===== config.mk =====
export PLATFORM = sky130hd
export DESIGN_NAME = rv_core
export DESIGN_NICKNAME = d
export VERILOG_FILES = /design/src/hw/rv_pkg.sv /design/src/hw/rv_decoder.sv /design/src/hw/rv_execute.sv /design/src/hw/rv_regfile.sv /design/src/hw/rv_control.sv /design/src/hw/rv_core.sv
export VERILOG_INCLUDE_DIRS = /design/src /design/src/hw
export SDC_FILE = /design/constraint.sdc
export NUM_CORES = 2
export LEC_CHECK = 0
export BUFFER_PORTS_ARGS = -buffer_cell sky130_fd_sc_hd__buf_2
export CAP_MARGIN = 5
export CORE_MARGIN = 10
export CORE_UTILIZATION = 47
export CTS_CLUSTER_SIZE = 28
export DETAILED_ROUTE_END_ITERATION = 16
export MAX_ROUTING_LAYER = met4
export PLACE_DENSITY_LB_ADDON = 0.25
export SKIP_CTS_REPAIR_TIMING = 1
export SYNTH_ARGS = -nofsm -noshare
export SYNTH_HDL_FRONTEND = slang
export SYNTH_HIERARCHICAL = 1
export SYNTH_SLANG_ARGS = --single-unit

===== constraint.sdc =====
create_clock -name clk -period 23.6 [get_ports clk]
set_input_delay 2.36 -clock clk [delete_from_list [all_inputs] [get_ports clk]]
set_output_delay 2.36 -clock clk [all_outputs]
set_load 0.01 [all_outputs]

===== src/hw/rv_defines.svh =====
`ifndef RV_DEFINES_SVH
`define RV_DEFINES_SVH

// data and address width
`define RV_XLEN 32

// architectural registers, x0 included
`define RV_REG_COUNT 32

// first fetch address after reset
`define RV_RESET_PC 32'h0000_0000

// pc increment for sequential flow
`define RV_INSN_STEP 32'd4

`endif


===== src/hw/rv_pkg.sv =====
`include "rv_defines.svh"

package rv_pkg;

  typedef enum logic [6:0] {
    OPC_LUI    = 7'b0110111,
    OPC_AUIPC  = 7'b0010111,
    OPC_JAL    = 7'b1101111,
    OPC_JALR   = 7'b1100111,
    OPC_BRANCH = 7'b1100011,
    OPC_LOAD   = 7'b0000011,
    OPC_STORE  = 7'b0100011,
    OPC_OP_IMM = 7'b0010011,
    OPC_OP     = 7'b0110011,
    OPC_SYSTEM = 7'b1110011
  } opcode_e;

  typedef enum logic [3:0] {
    ALU_ADD,
    ALU_SUB,
    ALU_SLL,
    ALU_SLT,
    ALU_SLTU,
    ALU_XOR,
    ALU_SRL,
    ALU_SRA,
    ALU_OR,
    ALU_AND
  } alu_op_e;

  // same codes as funct3
  typedef enum logic [2:0] {
    BR_BEQ  = 3'b000,
    BR_BNE  = 3'b001,
    BR_BLT  = 3'b100,
    BR_BGE  = 3'b101,
    BR_BLTU = 3'b110,
    BR_BGEU = 3'b111
  } branch_op_e;

  typedef enum logic [2:0] {
    ST_FETCH,
    ST_WAIT_INSN,
    ST_EXECUTE,
    ST_CHECK_PC,
    ST_WAIT_MEM,
    ST_WRITEBACK,
    ST_TRAP
  } cpu_state_e;

  typedef struct packed {
    opcode_e             opcode;
    alu_op_e             alu_op;
    branch_op_e          branch_op;
    logic [4:0]          rd;
    logic [4:0]          rs1;
    logic [4:0]          rs2;
    logic [`RV_XLEN-1:0] imm;
    logic                use_imm;
    logic                legal;
    logic                writes_rd;
  } decoded_insn_t;

  typedef struct packed {
    logic [`RV_XLEN-1:0] rd_value;
    logic [`RV_XLEN-1:0] target_pc;
    logic [`RV_XLEN-1:0] mem_addr;
    logic                pc_misaligned;
    logic                addr_misaligned;
  } exec_result_t;

  typedef struct packed {
    logic                  valid;
    logic                  instr;
    logic [`RV_XLEN-1:0]   addr;
    logic [`RV_XLEN-1:0]   wdata;
    logic [`RV_XLEN/8-1:0] wstrb;
  } mem_req_t;

  typedef struct packed {
    logic                ready;
    logic [`RV_XLEN-1:0] rdata;
  } mem_rsp_t;

endpackage


===== src/hw/rv_decoder.sv =====
`include "rv_defines.svh"

module rv_decoder
  import rv_pkg::*;
(
  input  logic [`RV_XLEN-1:0] insn,
  output decoded_insn_t       dec
);

  logic [2:0] funct3;
  logic [6:0] funct7;
  logic [`RV_XLEN-1:0] imm_i;
  logic [`RV_XLEN-1:0] imm_s;
  logic [`RV_XLEN-1:0] imm_b;
  logic [`RV_XLEN-1:0] imm_u;
  logic [`RV_XLEN-1:0] imm_j;

  function automatic alu_op_e alu_select(input logic [2:0] f3, input logic alt);
    case (f3)
      3'b000:  return alt ? ALU_SUB : ALU_ADD;
      3'b001:  return ALU_SLL;
      3'b010:  return ALU_SLT;
      3'b011:  return ALU_SLTU;
      3'b100:  return ALU_XOR;
      3'b101:  return alt ? ALU_SRA : ALU_SRL;
      3'b110:  return ALU_OR;
      default: return ALU_AND;
    endcase
  endfunction

  assign funct3 = insn[14:12];
  assign funct7 = insn[31:25];

  // immediate formats
  assign imm_i = {{20{insn[31]}}, insn[31:20]};
  assign imm_s = {{20{insn[31]}}, insn[31:25], insn[11:7]};
  assign imm_b = {{20{insn[31]}}, insn[7], insn[30:25], insn[11:8], 1'b0};
  assign imm_u = {insn[31:12], 12'b0};
  assign imm_j = {{12{insn[31]}}, insn[19:12], insn[20], insn[30:21], 1'b0};

  always_comb begin
    dec = '0;
    dec.opcode = opcode_e'(insn[6:0]);
    dec.rd = insn[11:7];
    dec.rs1 = insn[19:15];
    dec.rs2 = insn[24:20];
    dec.branch_op = branch_op_e'(funct3);
    dec.alu_op = ALU_ADD;
    case (dec.opcode)
      OPC_LUI, OPC_AUIPC: begin
        dec.imm = imm_u;
        dec.legal = 1'b1;
        dec.writes_rd = 1'b1;
      end
      OPC_JAL: begin
        dec.imm = imm_j;
        dec.legal = 1'b1;
        dec.writes_rd = 1'b1;
      end
      OPC_JALR: begin
        dec.imm = imm_i;
        dec.legal = (funct3 == 3'b000);
        dec.writes_rd = 1'b1;
      end
      OPC_BRANCH: begin
        dec.imm = imm_b;
        dec.legal = (funct3 != 3'b010) && (funct3 != 3'b011);
      end
      // narrower widths than a word trap
      OPC_LOAD: begin
        dec.imm = imm_i;
        dec.legal = (funct3 == 3'b010);
        dec.writes_rd = 1'b1;
      end
      OPC_STORE: begin
        dec.imm = imm_s;
        dec.legal = (funct3 == 3'b010);
      end
      OPC_OP_IMM: begin
        dec.imm = imm_i;
        dec.use_imm = 1'b1;
        dec.writes_rd = 1'b1;
        dec.alu_op = alu_select(funct3, (funct3 == 3'b101) && insn[30]);
        if (funct3 == 3'b001) begin
          dec.legal = (funct7 == 7'b0000000);
        end else if (funct3 == 3'b101) begin
          dec.legal = (funct7 == 7'b0000000) || (funct7 == 7'b0100000);
        end else begin
          dec.legal = 1'b1;
        end
      end
      OPC_OP: begin
        dec.writes_rd = 1'b1;
        dec.alu_op = alu_select(funct3, insn[30]);
        dec.legal = (funct7 == 7'b0000000) ||
                    ((funct7 == 7'b0100000) && ((funct3 == 3'b000) || (funct3 == 3'b101)));
      end
      // ecall and ebreak end up in the trap state
      OPC_SYSTEM: dec.legal = 1'b0;
      default:    dec.legal = 1'b0;
    endcase
  end

endmodule


===== src/hw/rv_execute.sv =====
`include "rv_defines.svh"

module rv_execute
  import rv_pkg::*;
(
  input  decoded_insn_t       dec,
  input  logic [`RV_XLEN-1:0] pc,
  input  logic [`RV_XLEN-1:0] rs1_value,
  input  logic [`RV_XLEN-1:0] rs2_value,
  output exec_result_t        res
);

  logic [`RV_XLEN-1:0] op_b;
  logic [`RV_XLEN-1:0] alu_out;
  logic [`RV_XLEN-1:0] link;
  logic [`RV_XLEN-1:0] pc_rel;
  logic [`RV_XLEN-1:0] rs1_rel;
  logic [4:0] shamt;
  logic taken;

  assign op_b = dec.use_imm ? dec.imm : rs2_value;
  assign shamt = op_b[4:0];
  assign link = pc + `RV_INSN_STEP;
  assign pc_rel = pc + dec.imm;
  // shared by loads, stores and jalr
  assign rs1_rel = rs1_value + dec.imm;

  always_comb begin
    case (dec.alu_op)
      ALU_ADD:  alu_out = rs1_value + op_b;
      ALU_SUB:  alu_out = rs1_value - op_b;
      ALU_SLL:  alu_out = rs1_value << shamt;
      ALU_SLT:  alu_out = {{(`RV_XLEN-1){1'b0}}, $signed(rs1_value) < $signed(op_b)};
      ALU_SLTU: alu_out = {{(`RV_XLEN-1){1'b0}}, rs1_value < op_b};
      ALU_XOR:  alu_out = rs1_value ^ op_b;
      ALU_SRL:  alu_out = rs1_value >> shamt;
      ALU_SRA:  alu_out = $signed(rs1_value) >>> shamt;
      ALU_OR:   alu_out = rs1_value | op_b;
      ALU_AND:  alu_out = rs1_value & op_b;
      default:  alu_out = '0;
    endcase
  end

  always_comb begin
    case (dec.branch_op)
      BR_BEQ:  taken = (rs1_value == rs2_value);
      BR_BNE:  taken = (rs1_value != rs2_value);
      BR_BLT:  taken = $signed(rs1_value) < $signed(rs2_value);
      BR_BGE:  taken = $signed(rs1_value) >= $signed(rs2_value);
      BR_BLTU: taken = rs1_value < rs2_value;
      BR_BGEU: taken = rs1_value >= rs2_value;
      default: taken = 1'b0;
    endcase
  end

  always_comb begin
    res = '0;
    res.mem_addr = rs1_rel;
    res.target_pc = link;
    case (dec.opcode)
      OPC_LUI:   res.rd_value = dec.imm;
      OPC_AUIPC: res.rd_value = pc_rel;
      OPC_JAL: begin
        res.rd_value = link;
        res.target_pc = pc_rel;
      end
      OPC_JALR: begin
        res.rd_value = link;
        res.target_pc = {rs1_rel[`RV_XLEN-1:1], 1'b0};
      end
      OPC_BRANCH: res.target_pc = taken ? pc_rel : link;
      default:    res.rd_value = alu_out;
    endcase
    res.pc_misaligned = |res.target_pc[1:0];
    res.addr_misaligned = |res.mem_addr[1:0];
  end

endmodule


===== src/hw/rv_regfile.sv =====
`include "rv_defines.svh"

module rv_regfile (
  input  logic                clk,
  input  logic [4:0]          rs1_idx,
  input  logic [4:0]          rs2_idx,
  output logic [`RV_XLEN-1:0] rs1_value,
  output logic [`RV_XLEN-1:0] rs2_value,
  input  logic                we,
  input  logic [4:0]          rd_idx,
  input  logic [`RV_XLEN-1:0] rd_value
);

  // no storage behind x0
  logic [`RV_XLEN-1:0] regs [1:`RV_REG_COUNT-1];

  always_ff @(posedge clk) begin
    if (we && (rd_idx != 5'd0)) begin
      regs[rd_idx] <= rd_value;
    end
  end

  assign rs1_value = (rs1_idx == 5'd0) ? '0 : regs[rs1_idx];
  assign rs2_value = (rs2_idx == 5'd0) ? '0 : regs[rs2_idx];

endmodule


===== src/hw/rv_control.sv =====
`include "rv_defines.svh"

module rv_control
  import rv_pkg::*;
(
  input  logic                clk,
  input  logic                reset,
  output mem_req_t            mem_req,
  input  mem_rsp_t            mem_rsp,
  input  decoded_insn_t       dec,
  input  exec_result_t        res,
  input  logic [`RV_XLEN-1:0] rs2_value,
  output logic [`RV_XLEN-1:0] insn,
  output logic [`RV_XLEN-1:0] pc,
  output logic                rd_we,
  output logic [`RV_XLEN-1:0] rd_value,
  output logic                trap
);

  cpu_state_e state;
  logic [`RV_XLEN-1:0] next_pc;
  logic [`RV_XLEN-1:0] pc_step;
  logic [`RV_XLEN-1:0] wb_value;

  assign pc_step = pc + `RV_INSN_STEP;
  assign rd_we = (state == ST_WRITEBACK) && dec.writes_rd;
  assign rd_value = wb_value;

  always_ff @(posedge clk) begin
    if (reset) begin
      state <= ST_FETCH;
      next_pc <= `RV_RESET_PC;
      trap <= 1'b0;
      mem_req.valid <= 1'b0;
      mem_req.instr <= 1'b0;
      mem_req.wstrb <= '0;
    end else begin
      case (state)
        ST_FETCH: begin
          mem_req.valid <= 1'b1;
          mem_req.instr <= 1'b1;
          mem_req.addr <= next_pc;
          mem_req.wstrb <= '0;
          state <= ST_WAIT_INSN;
        end
        ST_WAIT_INSN: begin
          if (mem_rsp.ready) begin
            mem_req.valid <= 1'b0;
            mem_req.instr <= 1'b0;
            insn <= mem_rsp.rdata;
            pc <= mem_req.addr;
            state <= ST_EXECUTE;
          end
        end
        ST_EXECUTE: begin
          wb_value <= res.rd_value;
          if (!dec.legal) begin
            trap <= 1'b1;
            state <= ST_TRAP;
          end else begin
            case (dec.opcode)
              OPC_JAL, OPC_JALR, OPC_BRANCH: state <= ST_CHECK_PC;
              OPC_LOAD, OPC_STORE: begin
                if (res.addr_misaligned) begin
                  trap <= 1'b1;
                  state <= ST_TRAP;
                end else begin
                  mem_req.valid <= 1'b1;
                  mem_req.instr <= 1'b0;
                  mem_req.addr <= res.mem_addr;
                  mem_req.wdata <= rs2_value;
                  mem_req.wstrb <= (dec.opcode == OPC_STORE) ? '1 : '0;
                  state <= ST_WAIT_MEM;
                end
              end
              default: begin
                next_pc <= pc_step;
                state <= ST_WRITEBACK;
              end
            endcase
          end
        end
        // jumps and branches land here so a bad target traps before any write
        ST_CHECK_PC: begin
          if (res.pc_misaligned) begin
            trap <= 1'b1;
            state <= ST_TRAP;
          end else begin
            next_pc <= res.target_pc;
            state <= (dec.opcode == OPC_BRANCH) ? ST_FETCH : ST_WRITEBACK;
          end
        end
        ST_WAIT_MEM: begin
          if (mem_rsp.ready) begin
            mem_req.valid <= 1'b0;
            mem_req.wstrb <= '0;
            wb_value <= mem_rsp.rdata;
            next_pc <= pc_step;
            state <= (dec.opcode == OPC_STORE) ? ST_FETCH : ST_WRITEBACK;
          end
        end
        ST_WRITEBACK: state <= ST_FETCH;
        ST_TRAP:      state <= ST_TRAP;
        default:      state <= ST_TRAP;
      endcase
    end
  end

  // picorv32 rule, request frozen until ready
  req_stable_a: assert property (@(posedge clk) disable iff (reset)
    mem_req.valid && !mem_rsp.ready |=> $stable(mem_req));

  // halted core never touches the bus again
  trap_sticky_a: assert property (@(posedge clk) disable iff (reset)
    trap |=> trap && !mem_req.valid);

  fetch_no_write_a: assert property (@(posedge clk) disable iff (reset)
    !(mem_req.valid && mem_req.instr && |mem_req.wstrb));

endmodule


===== src/hw/rv_core.sv =====
`include "rv_defines.svh"

module rv_core
  import rv_pkg::*;
(
  input  logic     clk,
  input  logic     reset,
  output mem_req_t mem_req,
  input  mem_rsp_t mem_rsp,
  output logic     trap
);

  decoded_insn_t dec;
  exec_result_t res;
  logic [`RV_XLEN-1:0] insn;
  logic [`RV_XLEN-1:0] pc;
  logic [`RV_XLEN-1:0] rs1_value;
  logic [`RV_XLEN-1:0] rs2_value;
  logic rd_we;
  logic [`RV_XLEN-1:0] rd_value;

  rv_decoder decoder_i (
    .insn (insn),
    .dec  (dec)
  );

  rv_execute execute_i (
    .dec       (dec),
    .pc        (pc),
    .rs1_value (rs1_value),
    .rs2_value (rs2_value),
    .res       (res)
  );

  // write index comes straight from the held instruction
  rv_regfile regfile_i (
    .clk       (clk),
    .rs1_idx   (dec.rs1),
    .rs2_idx   (dec.rs2),
    .rs1_value (rs1_value),
    .rs2_value (rs2_value),
    .we        (rd_we),
    .rd_idx    (dec.rd),
    .rd_value  (rd_value)
  );

  rv_control control_i (
    .clk       (clk),
    .reset     (reset),
    .mem_req   (mem_req),
    .mem_rsp   (mem_rsp),
    .dec       (dec),
    .res       (res),
    .rs2_value (rs2_value),
    .insn      (insn),
    .pc        (pc),
    .rd_we     (rd_we),
    .rd_value  (rd_value),
    .trap      (trap)
  );

endmodule


After elaboration in Yosys (flattened, before gate mapping). Memories as Yosys holds them, arrays and structs flattened. A register that Yosys moved wholly into a read port is not among the register bits. Cells that the tools add are included.

Add/sub/neg operators: 5. Order comparisons: 6. Equal/unequal tests: 45. Shift operators: 3. Mux-type cells: 57. Bitwise gates (word level): 5. Reduce and logical (&&, ||, !) cells: 42.

Operators by type and width (count): case mux 32 bit (10 select lines) (1); 2-to-1 mux 32 bit (9); 2-to-1 mux 70 bit (3); case mux 32 bit (3 select lines) (2); case mux 32 bit (5 select lines) (1); < comparator 32 bit (4); case mux 32 bit (2 select lines) (2); case mux 32 bit (4 select lines) (1); adder 32 bit (3); >= comparator 32 bit (2); case mux 4 bit (7 select lines) (2); adder 32 x 3 -> 32 bit, second input constant (1); AND 32 bit (1); == test 32 bit (1); != test 32 bit (1); bitwise OR 32 bit (1); left shift 32 x 5 -> 32 bit (1); right shift 32 x 5 -> 32 bit (1); >>> shifter 32 x 5 -> 32 bit (1); subtractor 32 bit (1); XOR 32 bit (1); == test 7 x 6 -> 1 bit, second input constant (4); AND reduction 5 bit (5); == test 7 bit, second input constant (3); 45 further kinds (111).

Register bits: 202. Memory bits (writable): 992. Input bits: 35. Output and inout port bits: 71. Memories kept: 1.

Memory list: regfile_i.regs (words 31, width 32, rd ports 2, clocked after Yosys merged registers in 2, write ports 1, line rv_regfile.sv:15) `` logic [`RV_XLEN-1:0] regs [1:`RV_REG_COUNT-1]; ``.

Depth between registers and ports, before layout.
Depth after elaboration: 9. Depth in mapped cells: 30. Mapped depth without buffers: 21.

Hierarchy. Netlist, hierarchy kept.

By module, submodules not included: rv_regfile (times used 1, cells an instance 2593, area each 46489.6 um2, seq. area each 29788.6 um2); rv_execute (times used 1, cells an instance 2277, area each 14848.0 um2, seq. area each 0.0 um2); rv_control (times used 1, cells an instance 664, area each 8348.0 um2, seq. area each 5585.4 um2); rv_decoder (times used 1, cells an instance 130, area each 874.6 um2, seq. area each 0.0 um2).

Worst setup path before layout. No wires, ideal clock.

Path kind: input-to-reg. Start point: input port reset. End point: register control_i.insn[0], enable pin. Setup time: 0.667 ns. Data arrival time: 9.352 ns. Required time: 22.933 ns. Path slack: 13.581 ns. Stages on the path: 3. Path buffers: 2. Cell sequence: clkbuf_1 -> clkbuf_1 -> nor4b_1.

Longest elaborated chain between the ends: 2.

RTL lines: from (decl) (line rv_core.sv:7) `input logic reset,`; NOT 1 bit (no source line); AND reduction 3 bit (no source line); to (signal assigned) (line rv_control.sv:50) `insn <= mem_rsp.rdata;`; to (decl) (line rv_control.sv:13) `` output logic [`RV_XLEN-1:0] insn, ``.

Every way passes these cells. A chain may end at the register's enable or synchronous reset.

==> results.py <==
metrics = {
    "logic_synthesis": {
        "ys_warn_count": 6,
        "synthFlopType": "edfxtp_1",
        "synthArstFlopShare": 0,
        "netlist_area_mm2": 0.0706,
        "syn_inst": 5664,
        "syn_area_per_cell_um2": 12.5,
        "synth_nets": 5896,
        "synth_cell_types": 111,
        "synth-edff-count": 1152,
        "synth_seq_cells": 1191,
        "seq_area_frac_synth": 0.501,
    },
    "layout": {
        "syn_to_final_growth_pct": 9.86,
        "n_fill_cell": 12800,
        "multi_input_area_mm2": 0.0329,
        "drive_gt1_frac": 0.164,
        "layout_common_cells": "edfxtp_1 (1152), nand2_1 (485), mux2i_1 (436), mux4_2 (351), nor2_1 (343)",
        "final_nets": 5875,
        "seq_area_mm2": 0.0354,
        "final_common_cell": "edfxtp_1",
        "postLayoutCoreUtil": 0.518,
        "design_area_mm2": 0.0775,
    },
    "critical_path": {
        "path_class": "reg2reg",
        "slowest_delay_ns": 1.03,
        "cp_max_fo": 119,
        "cp_cell_sequence": "buf_12 > buf_12 > buf_4 > mux4_2 > and2_1 > o21ai_0 > nand4_1 > inv_1 > ha_1 > a21boi_0 > o21ai_0 > a41oi_1 > a2111oi_2 > mux2_2 > a2111oi_2 > buf_4 > nor2_1 > a221o_1 > or2_2 > nor2b_1 > o21ai_0 > o21a_1 > nor2_2 > o221ai_1",
        "cpMostUsedCell": "o21ai_0",
        "cp_top_family": "compound AO/OA/AOI/OAI gates",
        "cp-end-kind": "register",
        "cp-start-kind": "register",
        "worstPathArrival_ns": 10.61,
        "cpMaxStageDelayCell": "nor2_2",
        "worst-path-buf-inv": 5,
        "critical_path_required_ns": 24.21,
    },
    "detailed_routing": {
        "drtIter0Drc": 7042,
        "wirelength_um": 260000,
        "ant_nets": 0,
        "via_per_inst": 6.86,
        "avgRoutedWirePerCell_um": 33.4,
        "drtPass1Iterations": 8,
        "dr_total_vias": 53300,
        "drc": 0,
    },
    "pwr": {
        "leakagePower_nw": 27.5,
        "p_clk_frac": 0.337,
        "p_switching_w": 0.00204,
        "switching_share": 0.330,
        "pwr-share-seq": 0.409,
        "peakVddDrop_v": 0.0000700,
        "p_int_w": 0.00415,
        "p_per_area_mw_per_mm2": 79.9,
        "p_comb_frac": 0.253,
    },
    "timing": {
        "fin_skew_ns": 0.0473,
        "worst_pin_slew_ns": 1.34,
        "finalCritPeriodShare": 0.424,
        "maxSlewViolCount": 0,
        "rsz0062_at_grt": "no",
        "max_freq_mhz": 100,
        "min_period_ns": 10.00,
        "worst_slack_ns": 13.60,
        "setup_viol": 0,
        "setup-tns-final_ns": 0,
        "final_hold_viol_count": 0,
        "slew_headroom": 0.0999,
    },
    "clock_tree": {
        "clk-insertion-delay-late_ns": 0.80,
        "cts.clk_slew.worst_paths_ns": 0.06,
        "cts_buffers": 133,
        "cts_tree": "yes",
        "cts_num_sinks": 1191,
        "cts_buffer_depth": 3,
        "root_buffer": "clkbuf_16",
        "cts_max_level": 4,
    },
    "grt": {
        "grt_usage": 0.311,
        "antenna_found_initial": 15,
        "grt_max_degree": 120,
        "grt_pass1_wl_um": 369000,
        "grt_overflow": 0,
        "grt_pass1_vias": 50900,
    },
    "place": {
        "io_buffers": 105,
        "dp_slack_ns": 13.81,
        "place_congestion": 1.07,
        "hpwl_um": 170000,
        "dpl_cell_area_mm2": 0.0731,
    },
    "floorplan": {
        "fp.dieH_um": 407,
        "initial_core_util": 0.472,
        "dieArea_mm2": 0.166,
        "dieWidth_um": 407,
        "core.rowCount": 142,
        "io_pins": 106,
        "core_mm2": 0.150,
    },
    "job": {
        "max-cap-violations": 0,
    },
    "run_status": {
        "status": "completed",
    },
    "min_path": {
        "min_path_type": "reg2reg",
    },
}
==> layer usage <==
layer / up-vias / part of all wire / track usage
met5: - / 0 / -
met4: 0 / 0.063 / 0.164
met3: 772 / 0.11 / 0.0814
met2: 3495 / 0.45 / 0.464
met1: 26900 / 0.37 / 0.388
li1: 22200 / - / -
==> flip-flops by register name, indices dropped and copies added (netlist names) <==
signal	flops
regfile_i/regs	992
control_i/mem_req	67
control_i/insn	32
control_i/next_pc	32
control_i/pc	32
control_i/rd_value	32
control_i/state	3
control_i/trap	1
==> synthesized netlist by cell type (all sizes together), types with 41 or more instances <==
cell type,n,area share
and2,52,0.0046
nand2,486,0.026
buf,199,0.018
nand3,135,0.0096
and3,48,0.0043
ha,193,0.034
xor2,45,0.0056
a22o,83,0.010
a31oi,46,0.0043
nor3,63,0.0047
a22oi,109,0.012
mux2i,439,0.063
nor2,381,0.020
o211ai,52,0.0055
a211o,42,0.0052
inv,154,0.0082
clkbuf,216,0.012
nor2b,62,0.0055
mux2,41,0.0065
nand4,42,0.0039
a21o,66,0.0070
nand2b,49,0.0043
mux4,361,0.12
a211oi,61,0.0066
o21a,46,0.0049
edfxtp,1152,0.49
o21ai,225,0.016
xnor2,87,0.011
a21oi,297,0.021
==> worst register-to-register path, cell delays in order, from the launching register on <==
cell and delay (ns):
edfxtp_1 0.46, buf_12 0.71, buf_12 0.56, buf_4 1.20
mux4_2 0.62, and2_1 0.17, o21ai_0 0.18, nand4_1 0.39
inv_1 0.26, ha_1 0.28, a21boi_0 0.13, o21ai_0 0.18
a41oi_1 0.31, a2111oi_2 0.58, mux2_2 0.42, a2111oi_2 0.20
buf_4 0.27, nor2_1 0.24, a221o_1 0.37, or2_2 0.34
nor2b_1 0.16, o21ai_0 0.12, o21a_1 0.40, nor2_2 1.04
o221ai_1 0.26
==> metrics by stage <==
stage                     hold slack [ns]  power, W  instances
after floorplan                     0.450   0.00348       5664
after global placement              0.426   0.00407       7524
after detailed placement            0.430   0.00407       7524
after CTS                           0.429   0.00615       7764
after global routing                0.449   0.00638       7775
final                               0.418   0.00619       7775
==> power by group through the flow <==
stage                     Combinational [W]  Sequential (W)  Clock (W)
after floorplan                    0.000941         0.00254          0
after global placement              0.00150         0.00257          0
after detailed placement            0.00149         0.00258          0
after CTS                           0.00150         0.00253    0.00212
after global routing                0.00163         0.00255    0.00221
final                               0.00157         0.00253    0.00209
==> area by class of cell <==
cell class | count | area share
Inverter | 156 | 0.00755
Antenna cell | 11 | 0.000355
Multi-Input combinational cell | 3902 | 0.424
Clock inverter | 76 | 0.0109
Timing Repair Buffer | 259 | 0.0223
Clock buffer | 164 | 0.0458
Sequential cell | 1191 | 0.456
Tap cell | 2016 | 0.0325
==> logic make-up (layout without fill, tap and decap cells) <==
kind of cell / count (synthesis) / count (layout) / share of synthesized area
compound gates: 1318 / 1318 / 0.130
other cells: 0 / 11 / 0
mux: 841 / 841 / 0.185
buf+inv: 571 / 655 / 0.0378
xor+xnor: 132 / 132 / 0.0164
simple gates: 1414 / 1414 / 0.0941
fa+ha+maj: 197 / 197 / 0.0354
flops: 1191 / 1191 / 0.501
==> worst paths after layout <==
path	from	endpoint	cells after the start	slack [ns]
hold / removal	control_i/mem_req[45]	control_i/pc[9]	0	0.42
setup reg to reg	control_i/insn[20]	control_i/next_pc[25]	24	13.60
hold reg to reg	control_i/mem_req[45]	control_i/pc[9]	0	0.42
setup / recovery	control_i/insn[20]	control_i/next_pc[25]	24	13.60
No activity file was read; power rests on OpenSTA's default activity.
